### config.mk
export PLATFORM = sky130hd
export DESIGN_NAME = issue_slice
export DESIGN_NICKNAME = d
export VERILOG_FILES = /design/src/design/uop_pkg.sv /design/src/design/issue_slice.sv /design/src/design/uop_sequencer.sv /design/src/design/uop_expander.sv /design/src/design/uop_counter.sv /design/src/design/ibuffer_fifo.sv
export SDC_FILE = /design/constraint.sdc
export NUM_CORES = 1
export LEC_CHECK = 0
export BUFFER_PORTS_ARGS = -buffer_cell sky130_fd_sc_hd__buf_2
export CAP_MARGIN = 40
export CORE_UTILIZATION = 50
export DETAILED_ROUTE_END_ITERATION = 10
export PLACE_DENSITY = 0.72
export RECOVER_POWER = 25
export SETUP_SLACK_MARGIN = 0.15
export SLEW_MARGIN = 20
export SYNTH_ARGS = -nofsm -noshare
export SYNTH_HDL_FRONTEND = slang
export SYNTH_SLANG_ARGS = --single-unit
### constraint.sdc
create_clock -name clk -period 5 [get_ports clk]
set_input_delay 1 -clock clk [delete_from_list [all_inputs] [get_ports clk]]
set_output_delay 1 -clock clk [all_outputs]
set_load 0.02 [all_outputs]
### src/design/uop_pkg.sv
// ##########################################################
// shared field widths, execution type and opcode enums, and
// the instruction buffer entry struct
// ##########################################################

package uop_pkg;

    // register index width, enough for 32 architectural registers
    localparam int REG_W = 5;

    // instruction tag width
    localparam int UUID_W = 8;

    // program counter width
    localparam int PC_W = 16;

    // micro-op index width, allows up to 8 micro-ops per macro
    localparam int UOP_IDX_W = 3;

    // execution unit that will consume the instruction
    typedef enum logic [1:0] {
        EX_ALU = 2'd0,
        EX_LSU = 2'd1,
        EX_FPU = 2'd2,
        EX_MMA = 2'd3
    } ex_type_e;

    // opcodes, only the pair EX_MMA with OP_WMMA is a macro
    typedef enum logic [2:0] {
        OP_ADD      = 3'd0,
        OP_SUB      = 3'd1,
        OP_LOAD     = 3'd2,
        OP_STORE    = 3'd3,
        OP_FMA      = 3'd4,
        OP_WMMA     = 3'd5,
        OP_MMA_LOAD = 3'd6
    } op_e;

    // one decoded instruction as held in the instruction buffer
    typedef struct packed {
        logic [UUID_W-1:0]    uuid;
        logic [PC_W-1:0]      pc;
        ex_type_e             ex_type;
        op_e                  op;
        logic [REG_W-1:0]     rd;
        logic [REG_W-1:0]     rs1;
        logic [REG_W-1:0]     rs2;
        logic [REG_W-1:0]     rs3;
        logic [UOP_IDX_W-1:0] uop_idx;
    } ibuf_entry_t;

endpackage
### src/design/issue_slice.sv
// ##########################################################
// top level with the instruction buffer followed by the
// micro-op sequencer and its step counter and expander
// ##########################################################

module issue_slice #(
    parameter int FIFO_DEPTH = 4,
    parameter int NUM_UOPS   = 4
) (
    input  logic                 clk,
    input  logic                 reset,

    input  logic                 in_valid,
    output logic                 in_ready,
    input  uop_pkg::ibuf_entry_t in_entry,

    output logic                 out_valid,
    input  logic                 out_ready,
    output uop_pkg::ibuf_entry_t out_entry
);

    logic                          fifo_valid;
    logic                          fifo_ready;
    uop_pkg::ibuf_entry_t          fifo_entry;
    uop_pkg::ibuf_entry_t          uop_entry;
    logic                          cnt_start;
    logic                          cnt_advance;
    logic [uop_pkg::UOP_IDX_W-1:0] cnt_idx;
    logic                          cnt_last;

    ibuffer_fifo #(
        .DEPTH (FIFO_DEPTH)
    ) ibuffer_fifo_inst (
        .clk       (clk),
        .reset     (reset),
        .in_valid  (in_valid),
        .in_ready  (in_ready),
        .in_entry  (in_entry),
        .out_valid (fifo_valid),
        .out_ready (fifo_ready),
        .out_entry (fifo_entry)
    );

    uop_sequencer uop_sequencer_inst (
        .clk         (clk),
        .reset       (reset),
        .fifo_valid  (fifo_valid),
        .fifo_ready  (fifo_ready),
        .fifo_entry  (fifo_entry),
        .uop_entry   (uop_entry),
        .cnt_last    (cnt_last),
        .cnt_start   (cnt_start),
        .cnt_advance (cnt_advance),
        .out_valid   (out_valid),
        .out_ready   (out_ready),
        .out_entry   (out_entry)
    );

    uop_counter #(
        .NUM_UOPS (NUM_UOPS)
    ) uop_counter_inst (
        .clk     (clk),
        .reset   (reset),
        .start   (cnt_start),
        .advance (cnt_advance),
        .idx     (cnt_idx),
        .last    (cnt_last)
    );

    // the expander always works on the entry at the FIFO head
    uop_expander uop_expander_inst (
        .macro_entry (fifo_entry),
        .idx         (cnt_idx),
        .uop_entry   (uop_entry)
    );

endmodule

### src/design/uop_sequencer.sv
// ##########################################################
// passes plain entries through and issues the micro-ops
// of a matrix macro one per transfer
// ##########################################################

module uop_sequencer (
    input  logic                 clk,
    input  logic                 reset,

    input  logic                 fifo_valid,
    output logic                 fifo_ready,
    input  uop_pkg::ibuf_entry_t fifo_entry,

    input  uop_pkg::ibuf_entry_t uop_entry,
    input  logic                 cnt_last,
    output logic                 cnt_start,
    output logic                 cnt_advance,

    output logic                 out_valid,
    input  logic                 out_ready,
    output uop_pkg::ibuf_entry_t out_entry
);

    typedef enum logic {
        IDLE,
        EXPAND
    } state_e;

    state_e state;
    state_e state_next;

    logic is_macro;
    logic hold;

    uop_pkg::ibuf_entry_t pass_entry;

    assign is_macro = (fifo_entry.ex_type == uop_pkg::EX_MMA)
                   && (fifo_entry.op == uop_pkg::OP_WMMA);

    // first cycle a macro shows up is spent loading the counter
    assign hold = (state == IDLE) && fifo_valid && is_macro;

    always_comb begin
        pass_entry         = fifo_entry;
        pass_entry.uop_idx = '0;
    end

    always_comb begin
        state_next  = state;
        cnt_start   = 1'b0;
        cnt_advance = 1'b0;
        out_valid   = 1'b0;
        fifo_ready  = 1'b0;
        out_entry   = pass_entry;
        case (state)
            IDLE: begin
                if (hold) begin
                    cnt_start  = 1'b1;
                    state_next = EXPAND;
                end else begin
                    // plain entries cost no cycle in the sequencer
                    out_valid  = fifo_valid;
                    fifo_ready = out_ready;
                end
            end
            EXPAND: begin
                // the macro stays at the FIFO head until its last step is taken
                out_valid   = 1'b1;
                out_entry   = uop_entry;
                cnt_advance = out_ready;
                fifo_ready  = out_ready && cnt_last;
                if (out_ready && cnt_last) begin
                    state_next = IDLE;
                end
            end
            default: begin
                state_next = IDLE;
            end
        endcase
    end

    always_ff @(posedge clk) begin
        if (reset) begin
            state <= IDLE;
        end else begin
            state <= state_next;
        end
    end

endmodule

### src/design/uop_expander.sv
// ##########################################################
// builds one micro-op of a matrix macro from the macro
// entry and the current step index
// ##########################################################

module uop_expander (
    input  uop_pkg::ibuf_entry_t          macro_entry,
    input  logic [uop_pkg::UOP_IDX_W-1:0] idx,
    output uop_pkg::ibuf_entry_t          uop_entry
);

    // register offsets derived from the step index
    logic [uop_pkg::REG_W-1:0] rd_off;
    logic [uop_pkg::REG_W-1:0] rs1_off;
    logic [uop_pkg::REG_W-1:0] rs2_off;

    logic [uop_pkg::REG_W-1:0] new_rd;

    // destination walks one register per step
    assign rd_off = uop_pkg::REG_W'(idx);

    // source A advances every second step
    assign rs1_off = uop_pkg::REG_W'(idx >> 1);

    // source B alternates between the base register and the next one
    assign rs2_off = uop_pkg::REG_W'(idx[0]);

    // sums are REG_W wide, so high indices wrap around to r0
    assign new_rd = macro_entry.rd + rd_off;

    always_comb begin
        // tag, pc, unit and opcode are carried over from the macro
        uop_entry = macro_entry;

        uop_entry.rd  = new_rd;
        uop_entry.rs1 = macro_entry.rs1 + rs1_off;
        uop_entry.rs2 = macro_entry.rs2 + rs2_off;

        // each step accumulates into its own destination
        uop_entry.rs3 = new_rd;

        uop_entry.uop_idx = idx;
    end

endmodule

### src/design/uop_counter.sv
// ##########################################################
// step index of the micro-op being issued
// ##########################################################

module uop_counter #(
    parameter int NUM_UOPS = 4
) (
    input  logic                          clk,
    input  logic                          reset,
    input  logic                          start,
    input  logic                          advance,
    output logic [uop_pkg::UOP_IDX_W-1:0] idx,
    output logic                          last
);

    localparam logic [uop_pkg::UOP_IDX_W-1:0] LAST_IDX =
        uop_pkg::UOP_IDX_W'(NUM_UOPS - 1);

    // start wins over advance so a new macro always begins at step zero
    always_ff @(posedge clk) begin
        if (reset) begin
            idx <= '0;
        end else if (start) begin
            idx <= '0;
        end else if (advance) begin
            idx <= idx + 1'b1;
        end
    end

    // tells the sequencer that the current micro-op closes the macro
    assign last = (idx == LAST_IDX);

endmodule

### src/design/ibuffer_fifo.sv
// ##########################################################
// registered circular buffer of decoded instruction entries
// with valid/ready on both sides
// ##########################################################

module ibuffer_fifo #(
    parameter int DEPTH = 4
) (
    input  logic                 clk,
    input  logic                 reset,

    input  logic                 in_valid,
    output logic                 in_ready,
    input  uop_pkg::ibuf_entry_t in_entry,

    output logic                 out_valid,
    input  logic                 out_ready,
    output uop_pkg::ibuf_entry_t out_entry
);

    localparam int PTR_W = (DEPTH > 1) ? $clog2(DEPTH) : 1;
    localparam int CNT_W = $clog2(DEPTH + 1);

    uop_pkg::ibuf_entry_t mem [DEPTH];

    logic [PTR_W-1:0] wr_ptr;
    logic [PTR_W-1:0] rd_ptr;
    logic [CNT_W-1:0] count;

    logic push;
    logic pop;

    assign in_ready  = (count != CNT_W'(DEPTH));
    assign out_valid = (count != '0);
    assign out_entry = mem[rd_ptr];

    assign push = in_valid && in_ready;
    assign pop  = out_valid && out_ready;

    // entry storage is written only when a push is accepted
    always_ff @(posedge clk) begin
        if (push) begin
            mem[wr_ptr] <= in_entry;
        end
    end

    // pointers wrap explicitly so DEPTH need not be a power of two
    always_ff @(posedge clk) begin
        if (reset) begin
            wr_ptr <= '0;
            rd_ptr <= '0;
            count  <= '0;
        end else begin
            if (push) begin
                wr_ptr <= (wr_ptr == PTR_W'(DEPTH - 1)) ? '0 : wr_ptr + 1'b1;
            end
            if (pop) begin
                rd_ptr <= (rd_ptr == PTR_W'(DEPTH - 1)) ? '0 : rd_ptr + 1'b1;
            end
            // a simultaneous push and pop leaves the occupancy unchanged
            if (push && !pop) begin
                count <= count + 1'b1;
            end else if (pop && !push) begin
                count <= count - 1'b1;
            end
        end
    end

endmodule

# Word-level counts from Yosys, hierarchy flattened
# Memories as Yosys holds them, arrays and structs flattened. A register that Yosys moved wholly into a read port is not among the register bits.
# Index checks and enable logic that the tools add are counted.
# W data, S select, Z words.
# classes
n_addsub	8
eq_ne	6
n_mux	18
bitwise	1
reduce_logical	13
# op_table
op	count
$mux W23	1
$logic_and A1 B1 Y1	8
$mux W1	8
$mux W2	4
$add A3 B1 Y3 const B	2
$eq A2 B2 Y1 const B	3
$mux W3	2
$pmux W1 S2	3
$add A5 B1 Y5	1
$add A5 B2 Y5	1
$add A5 B3 Y5	1
$add A2 B1 Y2 const B	2
$eq A3 B2 Y1 const B	1
$eq A3 B3 Y1 const B	1
$ne A3 B3 Y1 const B	1
$reduce_bool A3 Y1	1
$sub A3 B1 Y3 const B	1
$logic_not A1 Y1	2
$reduce_bool A2 Y1	1
$reduce_or A2 Y1	1
$not A1 Y1	1
# word_totals
regBits	11
ram_bits	208
inputBits	56
output_inout_bits	54
elab_cells	52
n_memories	1
# memory_table
name	words	word_bits	rd	rd_ports_with_merged_regs	wr	line_no	text
ibuffer_fifo_inst.mem	4	52	1	1	1	ibuffer_fifo.sv:24	uop_pkg::ibuf_entry_t mem [DEPTH];

# Longest topological paths before layout
# logic_depth
ltp_word	9
ltp_mapped	12
depth_no_buf	11

# By module
# Synthesis repeated with hierarchy kept, for this count alone.
# hier_totals
hier_cells	474
area_unflattened_um2	9486.6
# modules_own_cells
module	n_inst	cells_each	area_each_um2	seq_area_each_um2
ibuffer_fifo	1	320	7967.6	6426.2
uop_sequencer	1	69	790.8	20.0
uop_expander	1	73	581.8	0.0
uop_counter	1	12	146.4	60.1

# Worst setup path after synthesis
# No wires, ideal clock.
# synth_timing
path_kind	register to output
from	register (tool-made name)
to	output port out_entry[22] (netlist name)
arrival_ps	2710
required_ps	4000
path_slack_ps	1290
path_stages_with_launch	11
path_buffers	2
cell_sequence	dfxtp_1 > buf_2 > clkbuf_1 > mux4_2 > ha_1 > inv_1 > fa_1 > nor2b_1 > o21ai_0 > or2_2 > xnor2_1
# synth_rtl
element	line_no	text
end, declared	issue_slice.sv:19	output uop_pkg::ibuf_entry_t out_entry

==> metrics <==
R2R depth=10; Nets=604; CTS tree=built; Syn Area/Cell=20.20 µm²; Mapped Cells=408; pre-CTS setup slack=1.226 ns; Starting DRT DRC Count=234; achievable frequency=235.4 MHz; Sequential cell area=6151 µm²; Clock Root Buffer=clkbuf_16; Syn Nets=482; num ports=110; area grow syn2layout=17.96%; WP data arrival=3.25 ns; CP endpoint kind=output port; YS warnings=0; sequential share of the synthesized area=74.58%; register bit count reported by yosys=209; post-synth cell types=36; aggregate global routing overflow=0; status=completed; max_slew headroom=54.28%; post-route ant nets=0; die area=17,000 µm²; detailed-route wire length per cell=19.53 µm; most frequent cells in the layout=196 x edfxtp_1, 74 x buf_2, 47 x mux4_2, 36 x clkbuf_1, 32 x nand2_1; RSZ-0062 raised after global routing=false; fin. max-slew vios=0; Hold Violations, Final=0; share of flip-flops with an asynchronous set or reset=0%; Synth Flop Type=edfxtp_1; Leak=3.354 nW; Die X=130.4 µm; first-pass GRT wire length=22,990 µm; clock buffer depth=3; Post-synth EDFFs=196; Core Box Area=16,000 µm²; via count=4,126; Crit Path Class=reg2out; die height=130.4 µm; Vias/cell=5.415; clk slew on worst S/H paths=0.06 ns; site row count=46; crit path max fanout=21; min Tclk post-route=4.248 ns; Post-CTS Setup Repair Bufs=0; Placer Congestion=0.7432; Final WS setup=0.7523 ns; Slew @ Worst Pin=0.6858 ns; # clock sinks=209; Max VDD drop=0.3881 mV; antenna diode count=0; Final Setup Violations=0; # DRC=0; layout cells sized above 1=32.23%; power per cell area=531.8 nW/µm²; R2R setup slack=1.52 ns; WP data required=4.00 ns; clk_lat worst skew=0.49 ns; part of the cycle the worst path needs=84.95%; post_cts resized=0; largest net degree at the start of global routing=30; Multi-input gate area=1972 µm²; Routed WL=14,880 µm; total track usage=18.31%; Setup Skew=0.01020 ns; Setup TNS=0 ns; initial core utilization=51.50%; commonest non-fill, non-tap cell in the layout=edfxtp_1; number of global-route vias before repair=4,391; worst hold path depth=2; Cell Area, Synth=8240 µm²; hold-fix buffers at CTS=0; DP HPWL=9371 µm; router iterations before antenna repair=5; htree depth=1; crit start category=register; Filler cells=1,240; initial antenna violation count=1; Num CTS Buffers=22; worst min-delay path class=reg2reg; Max Cap Viol=0; # port buffers=106
==> sequential cells by signal, summed over array words and instances, names as in the netlist, named ones only <==
| name | flops |
|---|---|
| uop_counter_inst.idx | 3 |
| uop_sequencer_inst.state | 1 |
| ibuffer_fifo_inst.count | 3 |
| ibuffer_fifo_inst.rd_ptr | 2 |
| ibuffer_fifo_inst.mem | 196 |
| ibuffer_fifo_inst.wr_ptr | 2 |
==> cells by family (layout without fill, tap and decap cells) <==
family / after synthesis / count (layout) / share of synthesized area, %
AOI/OAI and AO/OA: 18 / 18 / 1.473
xor gates and xnor gates: 14 / 14 / 1.488
adders and majority gates: 18 / 18 / 3.006
buffers and inverters: 28 / 166 / 1.549
DFF: 209 / 209 / 74.58
muxes: 57 / 57 / 14.17
and+or+nand+nor: 64 / 64 / 3.735
==> where the power goes <==
part           switching, mW  internal, mW  total [mW]
registers             0.0952          2.10        2.20
logic                  0.776         0.573        1.35
clock network          0.628         0.994        1.62
total                   1.50          3.67        5.17
==> stage by stage <==
stage          instance area (µm²)  hold slack [ns]  power (mW)  util [%]  cells
2_1_floorplan                 8240           0.4671       3.193         -    408
3_3_place_gp                  9029           0.4770       3.572     56.43    722
3_5_place_dp                  9029           0.5046       3.607     56.43    722
4_1_cts                       9761           0.5127       5.226     61.00    762
5_1_grt                       9721           0.5243       5.397     60.75    762
6_report                      9721           0.5114       5.169     60.75    762
==> cell type report <==
| class | instances | area share, % |
|---|---|---|
| Clock buffer | 27 | 6.075 |
| Sequential cell | 209 | 63.28 |
| Clock inverter | 13 | 1.455 |
| Tap cell | 216 | 2.780 |
| Multi-Input combinational cell | 171 | 20.29 |
| Timing Repair Buffer | 114 | 5.664 |
| Inverter | 12 | 0.4634 |
==> worst max-delay path, stage by stage (launching register included) <==
cell and delay, ns:
dfxtp_2 0.69, mux2_2 0.40, o21ai_0 0.35, inv_1 0.09
ha_1 0.28, a21o_1 0.18, a21o_1 0.19, xor2_1 0.14
mux2_2 0.28, buf_2 0.16
==> layer usage <==
layer  vias up  global-route usage, %  share of wire [%]
met5         -                      0              0.074
met4         2                  4.868                1.7
met3        25                  4.112                6.5
met2       124                  30.57                 49
met1      2113                  24.60                 43
li1       1862                      -                  -
==> synthesized netlist by cell type, types with 3 or more instances <==
cell | n | area [µm²]
nand2_1 | 32 | 120.1
nor3_1 | 5 | 25.02
and3_1 | 5 | 31.28
ha_1 | 15 | 187.7
edfxtp_1 | 196 | 5886
mux4_2 | 47 | 1059
a21oi_1 | 6 | 30.03
nand2b_1 | 4 | 25.02
clkbuf_1 | 6 | 22.52
buf_2 | 6 | 30.03
xnor2_1 | 9 | 78.83
nor2_1 | 7 | 26.28
inv_1 | 11 | 41.29
xor2_1 | 5 | 43.79
dfxtp_1 | 13 | 260.3
mux2_2 | 3 | 33.78
o21ai_0 | 7 | 35.03
mux2i_1 | 6 | 60.06
fa_1 | 3 | 60.06
==> final timing paths <==
path / startpoint / end
worst max-delay path: register / out_entry[6]
worst min-delay path: ibuffer_fifo_inst.count[2] / ibuffer_fifo_inst.count[2]
worst max register to register: uop_sequencer_inst.state / ibuffer_fifo_inst.count[2]
worst min register to register: ibuffer_fifo_inst.count[2] / ibuffer_fifo_inst.count[2]
(Power assumes the default switching activity.)
